### src/rtl/mem_probe_pkg.sv
// widths, poll phase enum, tied memory port values and the hex to segment decode
package mem_probe_pkg;

  // ====================================================================
  // widths
  // ====================================================================
  localparam int word_w   = 32;          // memory word
  localparam int disp_w   = 24;          // display register, six nibbles
  localparam int nib_w    = 4;           // one hex digit
  localparam int n_digits = 6;           // seven-segment displays on the board
  localparam int seg_w    = 7;           // segments a..g per display

  // ====================================================================
  // poll sequence
  // ====================================================================
  typedef enum logic [2:0] {
    ph_idle0 = 3'd0,                     // quiet
    ph_idle1 = 3'd1,                     // quiet
    ph_idle2 = 3'd2,                     // quiet
    ph_prep  = 3'd3,                     // data memory read select
    ph_check = 3'd4                      // capture + instruction write
  } poll_phase_t;

  // memory side ties, held constant by the memory wrapper
  localparam logic [word_w-1:0]   instr_word      = word_w'(100);  // instr write data
  localparam logic [9:0]          tied_address    = 10'd0;         // both memories
  localparam logic [word_w/8-1:0] tied_byteenable = '1;            // all lanes on

  // active low segments, bit 0 = a .. bit 6 = g
  function automatic logic [seg_w-1:0] hex_to_seg(input logic [nib_w-1:0] nib);
    logic [seg_w-1:0] seg;
    case (nib)
      4'h0: seg = 7'h40;
      4'h1: seg = 7'h79;
      4'h2: seg = 7'h24;
      4'h3: seg = 7'h30;
      4'h4: seg = 7'h19;
      4'h5: seg = 7'h12;
      4'h6: seg = 7'h02;
      4'h7: seg = 7'h78;
      4'h8: seg = 7'h00;
      4'h9: seg = 7'h10;
      4'ha: seg = 7'h08;
      4'hb: seg = 7'h03;                 // lower case b
      4'hc: seg = 7'h46;
      4'hd: seg = 7'h21;                 // lower case d
      4'he: seg = 7'h06;
      default: seg = 7'h0e;              // F
    endcase
    return seg;
  endfunction

endpackage
### src/rtl/mem_probe_top.sv
// top level wiring timebase, memory poller and hex display to the board pins
`timescale 1ns/1ps

module mem_probe_top
  import mem_probe_pkg::*;
#(
  parameter int heartbeat_cycles = 25_000_000      // 0.5 s at 50 MHz
)
(
  input  logic              check_mem_FPGA,        // fabric clock
  input  logic              hps_fpga_reset_n,      // async, active low
  input  logic [word_w-1:0] data_mem_readdata,     // from on-chip data memory
  output logic              data_mem_chipselect,   // data memory read select
  output logic              instr_mem_chipselect,  // instruction memory select
  output logic              instr_mem_write,       // instruction memory write
  output logic              heartbeat_led,         // alive indicator
  output logic [seg_w-1:0]  hex0,                  // active low segments
  output logic [seg_w-1:0]  hex1,
  output logic [seg_w-1:0]  hex2,
  output logic [seg_w-1:0]  hex3,
  output logic [seg_w-1:0]  hex4,
  output logic [seg_w-1:0]  hex5
);

  // ====================================================================
  // internal nets
  // ====================================================================
  logic              prep_strobe;                  // timebase -> poller
  logic              check_strobe;                 // timebase -> poller
  logic [disp_w-1:0] disp_value;                   // poller -> display

  // ====================================================================
  // timebase, heartbeat and poll phases
  // ====================================================================
  poll_timebase #(
    .heartbeat_cycles (heartbeat_cycles)
  ) u_timebase (
    .check_mem_FPGA   (check_mem_FPGA),
    .hps_fpga_reset_n (hps_fpga_reset_n),
    .heartbeat_led    (heartbeat_led),
    .prep_strobe      (prep_strobe),
    .check_strobe     (check_strobe)
  );

  // ====================================================================
  // memory controls and capture
  // ====================================================================
  mem_poller u_poller (
    .check_mem_FPGA       (check_mem_FPGA),
    .hps_fpga_reset_n     (hps_fpga_reset_n),
    .prep_strobe          (prep_strobe),
    .check_strobe         (check_strobe),
    .data_mem_readdata    (data_mem_readdata),
    .data_mem_chipselect  (data_mem_chipselect),
    .instr_mem_chipselect (instr_mem_chipselect),
    .instr_mem_write      (instr_mem_write),
    .disp_value           (disp_value)
  );

  // ====================================================================
  // seven-segment decode
  // ====================================================================
  hex_display u_display (
    .disp_value (disp_value),
    .hex0       (hex0),
    .hex1       (hex1),
    .hex2       (hex2),
    .hex3       (hex3),
    .hex4       (hex4),
    .hex5       (hex5)
  );

endmodule

### src/rtl/hex_display.sv
// six-digit hex decode of the display register to active-low segment outputs
`timescale 1ns/1ps

module hex_display
  import mem_probe_pkg::*;
(
  input  logic [disp_w-1:0] disp_value,      // six nibbles, digit 0 in 3..0
  output logic [seg_w-1:0]  hex0,            // rightmost display
  output logic [seg_w-1:0]  hex1,
  output logic [seg_w-1:0]  hex2,
  output logic [seg_w-1:0]  hex3,
  output logic [seg_w-1:0]  hex4,
  output logic [seg_w-1:0]  hex5             // leftmost display
);

  // ====================================================================
  // per digit decode
  // ====================================================================
  logic [nib_w-1:0] nib [n_digits];          // split register
  logic [seg_w-1:0] seg [n_digits];          // decoded, active low

  for (genvar k = 0; k < n_digits; k++)
  begin : g_digit
    assign nib[k] = disp_value[k*nib_w +: nib_w];   // nibble k -> display k
    assign seg[k] = hex_to_seg(nib[k]);             // 0..F glyphs
  end

  // purely combinational, follows disp_value in the same cycle
  assign hex0 = seg[0];
  assign hex1 = seg[1];
  assign hex2 = seg[2];
  assign hex3 = seg[3];
  assign hex4 = seg[4];
  assign hex5 = seg[5];

endmodule

### src/rtl/mem_poller.sv
// memory select/write controls and the 24-bit display capture register
`timescale 1ns/1ps

module mem_poller
  import mem_probe_pkg::*;
(
  input  logic              check_mem_FPGA,        // fabric clock
  input  logic              hps_fpga_reset_n,      // async, active low
  input  logic              prep_strobe,           // read this cycle
  input  logic              check_strobe,          // capture this cycle
  input  logic [word_w-1:0] data_mem_readdata,     // word for the last prep
  output logic              data_mem_chipselect,   // data memory read select
  output logic              instr_mem_chipselect,  // instruction memory select
  output logic              instr_mem_write,       // instruction memory write
  output logic [disp_w-1:0] disp_value             // value shown on the displays
);

  // ====================================================================
  // memory side controls
  // ====================================================================
  // Both memories sit at a fixed address with clock enable and byte
  // enables tied outside, so only select and write come from here.
  // The data memory answers one clock after its select, which lines
  // the returned word up with the check phase that follows prep.

  assign data_mem_chipselect  = prep_strobe;       // read, address tied 0
  assign instr_mem_chipselect = check_strobe;      // same cycle as capture
  assign instr_mem_write      = check_strobe;      // write data tied outside

  // ====================================================================
  // display register
  // ====================================================================
  logic [disp_w-1:0] disp_q;                       // captured low bits
  logic [disp_w-1:0] disp_d;                       // next value

  // hold unless this is the check cycle
  always_comb
  begin
    if (check_strobe)
      disp_d = data_mem_readdata[disp_w-1:0];      // upper byte not shown
    else
      disp_d = disp_q;
  end

  // cleared so the displays read all zeros out of reset
  always_ff @(posedge check_mem_FPGA or negedge hps_fpga_reset_n)
  begin
    if (!hps_fpga_reset_n)
    begin
      disp_q <= '0;
    end
    else
    begin
      disp_q <= disp_d;                            // loads at end of check
    end
  end

  assign disp_value = disp_q;                      // to hex_display

endmodule

### src/rtl/poll_timebase.sv
// heartbeat LED divider and five-phase poll sequencer with prep/check strobes
`timescale 1ns/1ps

module poll_timebase
  import mem_probe_pkg::*;
#(
  parameter int heartbeat_cycles = 25_000_000    // clocks between LED toggles
)
(
  input  logic check_mem_FPGA,                   // fabric clock
  input  logic hps_fpga_reset_n,                 // async, active low
  output logic heartbeat_led,                    // toggles on divider wrap
  output logic prep_strobe,                      // one cycle, ph_prep
  output logic check_strobe                      // one cycle, ph_check
);

  localparam int cnt_w = (heartbeat_cycles > 1) ? $clog2(heartbeat_cycles) : 1;
  localparam logic [cnt_w-1:0] cnt_last = cnt_w'(heartbeat_cycles - 1);

  // ====================================================================
  // heartbeat divider
  // ====================================================================
  logic [cnt_w-1:0] hb_count;                    // free running, wraps at cnt_last

  always_ff @(posedge check_mem_FPGA or negedge hps_fpga_reset_n)
  begin
    if (!hps_fpga_reset_n)
    begin
      hb_count      <= '0;
      heartbeat_led <= 1'b0;                     // LED off out of reset
    end
    else if (hb_count == cnt_last)
    begin
      hb_count      <= '0;                       // wrap
      heartbeat_led <= ~heartbeat_led;           // one toggle per period
    end
    else
    begin
      hb_count <= hb_count + 1'b1;
    end
  end

  // ====================================================================
  // poll phase sequencer
  // ====================================================================
  poll_phase_t phase;                            // current poll phase
  poll_phase_t phase_nxt;

  // idle0 -> idle1 -> idle2 -> prep -> check -> idle0
  always_comb
  begin
    case (phase)
      ph_idle0: phase_nxt = ph_idle1;
      ph_idle1: phase_nxt = ph_idle2;
      ph_idle2: phase_nxt = ph_prep;
      ph_prep:  phase_nxt = ph_check;
      default:  phase_nxt = ph_idle0;            // check and illegal codes
    endcase
  end

  always_ff @(posedge check_mem_FPGA or negedge hps_fpga_reset_n)
  begin
    if (!hps_fpga_reset_n)
      phase <= ph_idle0;                         // first prep 3 clocks after release
    else
      phase <= phase_nxt;                        // one step every clock
  end

  // strobes decoded straight from the phase register
  assign prep_strobe  = (phase == ph_prep);
  assign check_strobe = (phase == ph_check);

endmodule

### config.mk
export PLATFORM = sky130hd
export DESIGN_NAME = mem_probe_top
export DESIGN_NICKNAME = d
export VERILOG_FILES = /design/src/rtl/mem_probe_pkg.sv /design/src/rtl/mem_probe_top.sv /design/src/rtl/hex_display.sv /design/src/rtl/mem_poller.sv /design/src/rtl/poll_timebase.sv
export SDC_FILE = /design/constraint.sdc
export NUM_CORES = 1
export LEC_CHECK = 0
export ABC_AREA = 1
export BUFFER_PORTS_ARGS = -buffer_cell sky130_fd_sc_hd__buf_2
export CAP_MARGIN = 20
export CORE_ASPECT_RATIO = 1.75
export CORE_MARGIN = 2
export CORE_UTILIZATION = 56
export CTS_CLUSTER_DIAMETER = 80
export DETAILED_ROUTE_END_ITERATION = 8
export PLACE_DENSITY = 0.89
export SLEW_MARGIN = 25
export SYNTH_ARGS = -nofsm -noshare
export SYNTH_HDL_FRONTEND = slang
export SYNTH_SLANG_ARGS = --single-unit
### constraint.sdc
create_clock -name check_mem_FPGA -period 1.45 [get_ports check_mem_FPGA]
set_input_delay 0.0725 -clock check_mem_FPGA [delete_from_list [all_inputs] [get_ports check_mem_FPGA]]
set_output_delay 0.0725 -clock check_mem_FPGA [all_outputs]
set_load 0.03 [all_outputs]
==> results.py, run 1 <==
metrics = {
    "synth": {
        "async_flop_share_pct": 100,
        "syn_inst": 534,
        "synth_edf_count": 0,
        "yosysTopAreaCell": "dfrtp_1",
        "synth-seq-cells": 53,
        "ys_seq_area_share_pct": 34.8,
        "ys_top_cells_by_area": "dfrtp_1, nand2_1, ha_1",
        "synth_flop_cell": "dfrtp_1",
        "syn_nets": 605,
        "ys_types": 27,
        "synth_top_cell_area_share_pct": 34.8,
        "ys_warn_count": 0,
        "syn_avg_cell_area_um2": 7.14,
        "netlist_area_um2": 3810,
    },
    "clock_network": {
        "cts_made_buffers": 5,
        "clkSinkCount": 53,
        "htreeDepth": 2,
        "cts_max_path_buffers": 2,
        "cts_root_buf": "clkbuf_16",
    },
    "timing": {
        "grt-worst-endpoint": "hex0[3]",
        "worst-ep-kind": "top-level output",
    },
    "floorplan": {
        "num_rows": 39,
        "num_io_pins": 80,
        "die_h_um": 113,
        "fp.dieW_um": 66.4,
        "initial_core_util_pct": 58.3,
    },
    "place": {
        "dpl.hpwl_um": 7290,
        "dpl_cell_area_um2": 4440,
        "io_buffers": 71,
        "gp_congestion": 0.937,
        "dp_slack_ps": 14.6,
    },
    "outcome": {
        "run_status": "stopped before the end",
        "firstError": "[ERROR DPL-0038] Utilization greater than 100%, impossible to legalize",
        "failed_stage": "5_1_grt",
    },
    "global_route": {
        "grt_max_degree": 35,
    },
}
-- repair_timing --
action                                 in CTS
setup endpoints to repair                  44
hold buffers                                7
gates resized for setup                   206
setup buffers                              19
pin swaps                                  50
endpoints found under the hold margin      25
-- through the flow --
stage                     hold slack [ps]  instances
after floorplan                      -223        534
after global placement               55.3        701
after detailed placement             60.3        701
after CTS                            1.48        734
-- Yosys cell counts, drive strengths merged (3+ instances only) --
library cell	n
a32o	3
o21ai	46
nor3	4
nand2	143
nand4	3
a32oi	3
o211ai	3
ha	37
nand3	27
clkbuf	8
xor2	11
a21oi	36
clkinv	4
nor2	79
o31ai	3
inv	62
dfrtp	53
buf	6
-- cells by family after synthesis --
family | count (synthesis) | synth area share [%]
fa+ha+maj | 37 | 12.1
simple gates | 257 | 28.6
compound gates | 95 | 13.6
flops | 53 | 34.8
buf+inv | 80 | 8.14
xor+xnor | 12 | 2.76
==> run 2, diff against run 1 <==
--- a/config.mk
+++ b/config.mk
@@ -8,12 +8,10 @@
 export ABC_AREA = 1
 export BUFFER_PORTS_ARGS = -buffer_cell sky130_fd_sc_hd__buf_2
 export CAP_MARGIN = 20
-export CORE_ASPECT_RATIO = 1.75
 export CORE_MARGIN = 2
-export CORE_UTILIZATION = 56
-export CTS_CLUSTER_DIAMETER = 80
+export CORE_UTILIZATION = 40
 export DETAILED_ROUTE_END_ITERATION = 8
-export PLACE_DENSITY = 0.89
+export PLACE_DENSITY_LB_ADDON = 0.15
 export SLEW_MARGIN = 25
 export SYNTH_ARGS = -nofsm -noshare
 export SYNTH_HDL_FRONTEND = slang
==> results.py, run 2 <==
metrics = {
    "outcome": {
        "run_status": "finished, violations left",
        "violations": "negative setup slack",
    },
    "synth": {
        "synth-seq-cells": 53,
        "yosysTopAreaCell": "dfrtp_1",
        "yosysMostFrequentCell": "nand2_1",
        "syn_avg_cell_area_um2": 7.14,
        "synth_mux_area_share_pct": 0,
        "async_flop_share_pct": 100,
        "netlist_area_um2": 3810,
        "synth_adder_area_share_pct": 12.1,
        "synth_compound_area_share_pct": 13.6,
        "synth_top_family_by_area": "simple AND/OR/NAND/NOR gates",
        "synth_flop_cell": "dfrtp_1",
        "ys_warn_count": 0,
        "syn_nets": 605,
        "synth_simple_gate_area_share_pct": 28.6,
        "synth_top_cell_area_share_pct": 34.8,
        "synth-xor-area-share_pct": 2.76,
        "syn_inst": 534,
        "synth_edf_count": 0,
        "ys_top_cells_by_count": "nand2_1, nor2_1, inv_1",
        "ys_types": 27,
        "ys_top_cells_by_area": "dfrtp_1, nand2_1, ha_1",
        "ys_seq_area_share_pct": 34.8,
    },
    "clock_network": {
        "cts_made_buffers": 5,
        "cts_tree": "built",
        "clkSinkCount": 53,
        "cts_max_path_buffers": 2,
        "cts_root_buf": "clkbuf_8",
        "clock_latency_ps": 310,
        "htreeDepth": 2,
        "clk_pin_slew_ps": 100,
    },
    "critical_path": {
        "critPathLaunchType": "register",
        "critical_path_required_ps": 1380,
        "crit_type": "reg -> out",
        "crit_path_end_kind": "primary output",
        "reg2reg_to": "u_timebase.hb_count[13]",
        "cp_max_fo": 5,
        "path_cells": "inv_2 > ha_4 > a21oi_4 > o21ai_2 > nand2_1 > buf_6",
        "r2r_setup_slack_ps": 10,
        "rr_startpoint": "u_timebase.hb_count[0]",
        "crit_slowest_cell": "dfrtp_1",
        "crit_buf_inv": 2,
        "max_stage_delay_ps": 410,
        "arrival_ps": 1580,
        "worst_r2r_path_depth": 8,
        "cp_top_family": "flip-flops",
    },
    "floorplan": {
        "die_area_um2": 10300,
        "num_io_pins": 80,
        "die_h_um": 102,
        "initial_core_util_pct": 41.3,
        "fp.dieW_um": 102,
        "core_area_um2": 9240,
        "num_rows": 35,
    },
    "place": {
        "dpl.hpwl_um": 6350,
        "gp_congestion": 0.868,
        "io_buffers": 71,
        "dpl_cell_area_um2": 4500,
        "dpl.cell_count": 746,
    },
    "final_layout": {
        "mostFrequentLayoutCell": "nand2_1",
        "drive_gt1_share_pct": 50.4,
        "largest_register_ff_count": 25,
        "multiInputGateArea_um2": 3130,
        "regArea_um2": 1340,
        "final_util_pct": 70.4,
        "fin_nets": 762,
        "max_flop_register": "u_timebase.hb_count",
        "area_growth_pct": 70.7,
        "stdcell_count": 821,
        "n_fill_cell": 665,
        "num_antenna_cells": 0,
        "stdcell_area_um2": 6510,
        "layout_common_cells": "nand2_1, buf_4, nor2_1",
    },
    "drt": {
        "initialDrtViolationCount": 153,
        "ant_nets": 0,
        "vias": 4079,
        "post_drt_wl_per_cell_um": 14.6,
        "post-route-drc-count": 0,
        "first_pass_iters": 4,
        "routed_wl_um": 12000,
        "vias_per_cell": 4.97,
    },
    "timing": {
        "slew-limit-headroom_pct": 79.9,
        "fin_crit_sh_pct": 114,
        "worst_slew_pin_slew_ps": 298,
        "slew_violations": 0,
        "fin_skew_ps": 7.09,
        "setup_tns_ps": -5050,
        "setup_viol": 42,
        "post-route-min-period_ps": 1650,
        "rsz0062_at_grt": "yes",
        "max_freq_ghz": 0.604,
        "hold_viol": 0,
        "setup_ws_ps": -205,
    },
    "power_and_ir_drop": {
        "total_power_w": 0.00377,
        "ir_worst_vdd_v": 0.000505,
        "power_leakage_nw": 3.01,
        "power_density_nw_per_um2": 579,
    },
    "global_route": {
        "grt_remaining_overflow": 0,
        "grt_usage_pct": 20.9,
        "grt_max_degree": 54,
        "grt_pass1_wl_um": 17400,
        "antenna_found_initial": 0,
        "grt_pass1_vias": 3830,
    },
    "worst_hold_path": {
        "holdPathEnd": "u_poller.disp_value[9]",
        "hold_path_class": "in -> reg",
        "min_from": "data_mem_readdata[9]",
        "holdPathStages": 3,
    },
    "flow_run": {
        "drv_cap": 0,
    },
}
[run 2: cell counts after synthesis]
No cell type changed its count.
[run 2: final cells by class]
cell class | instances | area share [%]
clock inverters | 2 | 0.211
multi-input cells | 401 | 48.0
well taps | 129 | 2.48
flip-flops and latches | 53 | 20.6
inverters | 66 | 4.48
repair buffers | 163 | 23.0
clock buffers | 6 | 1.12
repair inverters | 1 | 0.0769
[run 2: per-layer routing]
metal / track usage, % / vias to the layer above / wire, um
li1: - / 2026 / -
met1: 26.1 / 1931 / 4960
met2: 38.4 / 103 / 6430
met3: 2.83 / 19 / 434
met4: 4.47 / 0 / 207
met5: 0 / - / 0
[run 2: how the worst max path moves through the flow]
| stage | from | endpoint | slack, ps | cells past startpoint |
|---|---|---|---|---|
| 6_report | u_poller.disp_value[13] | hex3[3] | -200 | 6 |
| 4_1_cts | u_poller.disp_value[1] | hex0[0] | -160 | 7 |
| 5_1_grt | u_poller.disp_value[12] | hex3[3] | -280 | 8 |
| 3_5_place_dp | u_timebase.hb_count[0] | u_timebase.hb_count[20] | -40 | 8 |
| 2_1_floorplan | u_poller.disp_value[17] | hex4[2] | -110 | 3 |
| 3_3_place_gp | u_timebase.hb_count[0] | u_timebase.hb_count[9] | 30 | 8 |
[run 2: logic make-up after synthesis]
kind of cell               after synthesis
AOI/OAI and AO/OA                       95
xor gates and xnor gates                12
adders and majority gates               37
buffers and inverters                   80
DFF                                     53
and+or+nand+nor                        257
[run 2: what timing repair did]
item                                    in CTS  in global routing
resized for setup                          223                132
hold endpoints to repair                    72                  0
hold buffers                                20                  0
pin swaps                                   58                 64
cloned                                       2                  1
endpoints found under the setup margin      52                 64
buffers inserted                            28                 16
[run 2: per-stage QoR]
stage / worst slack, ps / hold slack (ps)
CTS: -161 / 1.23
finish: -205 / 4.14
detailed placement: -38.7 / 99.5
floorplan: -110 / -223
global placement: 27.1 / 96.7
global route: -284 / 6.18
[run 2: power by group]
| part | internal, W | switching [W] | leakage [nW] |
|---|---|---|---|
| clock | 0.000346 | 0.000508 | 0.0456 |
| combinational | 0.000598 | 0.000744 | 2.31 |
| sequential | 0.00151 | 0.0000581 | 0.656 |
| total | 0.00246 | 0.00131 | 3.01 |
[run 2: worst reg2reg max path: stages, from the launching register on]
cell	delay, ps
dfrtp_1	360
ha_2	200
nand2_2	70
nor2_4	190
nand2_4	110
nor2_4	160
nand2_4	120
nand2_2	100
nor2_2	30
Power figures use the tool's default switching activity.
==> run 3, diff against run 2 <==
--- a/config.mk
+++ b/config.mk
@@ -8,6 +8,7 @@
 export ABC_AREA = 1
 export BUFFER_PORTS_ARGS = -buffer_cell sky130_fd_sc_hd__buf_2
 export CAP_MARGIN = 20
+export CORE_ASPECT_RATIO = 2
 export CORE_MARGIN = 2
 export CORE_UTILIZATION = 40
 export DETAILED_ROUTE_END_ITERATION = 8
==> results.py, run 3 (same netlist as run 2, synthesis figures left out) <==
metrics = {
    "drt": {
        "post-route-drc-count": 0,
        "vias_per_cell": 5.37,
        "vias": 4278,
        "ant_nets": 0,
        "initialDrtViolationCount": 215,
        "first_pass_iters": 5,
        "routed_wl_um": 13500,
        "post_drt_wl_per_cell_um": 17.0,
    },
    "power_and_ir_drop": {
        "power_density_nw_per_um2": 659,
        "power_leakage_nw": 3.07,
        "ir_worst_vdd_v": 0.000742,
    },
    "critical_path": {
        "crit_path_end_kind": "primary output",
        "cp_max_fo": 4,
        "reg2reg_to": "u_timebase.hb_count[18]",
        "cp-startpoint": "u_poller.disp_value[21]",
        "critPathLaunchType": "register",
        "crit_end": "hex5[0]",
        "r2r_setup_slack_ps": 20,
        "arrival_ps": 1650,
        "rr_startpoint": "u_timebase.hb_count[1]",
        "crit_type": "reg -> out",
        "worst_r2r_path_depth": 8,
        "critical_path_required_ps": 1380,
    },
    "timing": {
        "max_freq_ghz": 0.582,
        "fin_crit_sh_pct": 119,
        "setup_viol": 41,
        "hold_viol": 0,
        "post-route-min-period_ps": 1720,
        "worst_slew_pin_slew_ps": 326,
        "fin_skew_ps": 9.05,
        "rsz0062_at_grt": "yes",
        "slew_violations": 0,
        "slew-limit-headroom_pct": 78.2,
        "setup_ws_ps": -268,
    },
    "final_layout": {
        "max_flop_register": "u_timebase.hb_count",
        "multiInputGateArea_um2": 3180,
        "fin_nets": 763,
        "layout_common_cells": "nand2_1, buf_6, buf_4",
        "num_antenna_cells": 0,
        "area_growth_pct": 74.3,
        "final_util_pct": 71.3,
        "stdcell_count": 797,
        "mostFrequentLayoutCell": "nand2_1",
        "n_fill_cell": 650,
        "regArea_um2": 1340,
        "stdcell_area_um2": 6650,
        "largest_register_ff_count": 25,
        "drive_gt1_share_pct": 51.9,
    },
    "place": {
        "dpl_cell_area_um2": 4510,
        "dpl.cell_count": 727,
        "dpl.hpwl_um": 7750,
        "io_buffers": 71,
        "gp_congestion": 0.866,
    },
    "floorplan": {
        "initial_core_util_pct": 40.9,
        "num_io_pins": 80,
        "die_area_um2": 10400,
        "num_rows": 50,
        "core_area_um2": 9320,
        "fp.dieW_um": 73.0,
        "die_h_um": 142,
    },
    "global_route": {
        "grt_pass1_vias": 4110,
        "grt_pass1_wl_um": 18400,
        "top_usage_layer": "met2",
        "grt_usage_pct": 22.5,
        "grt_remaining_overflow": 0,
        "gr-usage-met3_pct": 2.20,
        "grt_max_degree": 54,
        "use_met1_pct": 20.4,
        "antenna_found_initial": 0,
        "met2_usage_pct": 46.4,
    },
    "clock_network": {
        "cts_made_buffers": 5,
        "cts_root_buf": "clkbuf_16",
        "clkSinkCount": 53,
        "htreeDepth": 2,
        "clock_latency_ps": 300,
        "cts_tree": "built",
        "cts_max_path_buffers": 2,
        "clk_pin_slew_ps": 80,
    },
    "flow_run": {
        "drv_cap": 0,
    },
    "outcome": {
        "violations": "negative setup slack",
        "run_status": "finished, violations left",
    },
    "worst_hold_path": {
        "hold_path_class": "in -> reg",
    },
}
run 3: repair_timing:
action,4_1_cts,5_1_grt
gates resized for setup,219,166
pin swaps,53,72
setup buffers,16,25
setup endpoints to repair,51,64
hold buffers,19,0
cloned,1,1
endpoints found under the hold margin,71,0
run 3: worst min-delay path by stage:
stage                          startpoint                 endpoint  slack (ps)  cells after the start
floorplan                hps_fpga_reset_n   u_poller.disp_value[0]        -220                      0
global placement         hps_fpga_reset_n  u_timebase.hb_count[15]         100                      2
detailed placement       hps_fpga_reset_n  u_timebase.hb_count[15]         100                      2
CTS                  data_mem_readdata[5]   u_poller.disp_value[5]           1                      3
global route        data_mem_readdata[13]  u_poller.disp_value[13]          50                      3
finish               data_mem_readdata[8]   u_poller.disp_value[8]           7                      3
run 3: metal layers:
metal,wire [um],vias up
li1,-,2021
met5,0,-
met1,4610,2060
met2,7910,148
met4,619,0
met3,416,49
run 3: report_power, final:
group | leakage [nW] | switching (W) | internal [W]
clock network | 0.0800 | 0.000586 | 0.000819
registers | 0.653 | 0.0000618 | 0.00151
logic | 2.33 | 0.000779 | 0.000616
total | 3.07 | 0.00143 | 0.00295
run 3: metrics by stage:
stage | worst slack (ps) | TNS [ps] | power, W | hold slack [ps]
final | -268 | -4980 | 0.00438 | 6.60
after global routing | -280 | -7340 | 0.00453 | 46.4
after CTS | -157 | -4110 | 0.00411 | 0.984
after detailed placement | -6.35 | -16.1 | 0.00235 | 97.9
after global placement | 9.12 | 0 | 0.00234 | 96.4
after floorplan | -110 | -351 | 0.00207 | -223
run 3: area by class of cell:
cell class | count | share of cell area, %
Sequential cell | 53 | 20.2
Tap cell | 104 | 1.96
Multi-Input combinational cell | 401 | 47.9
Timing Repair Buffer | 164 | 22.8
Timing Repair inverter | 1 | 0.0753
Clock inverter | 3 | 0.697
Clock buffer | 5 | 1.88
Inverter | 66 | 4.44
run 3: worst max-delay path: stages, from the launching register on:
cell	delay (ps)
dfrtp_1	410
inv_2	140
ha_4	190
nand2_2	110
a32oi_1	280
buf_4	210
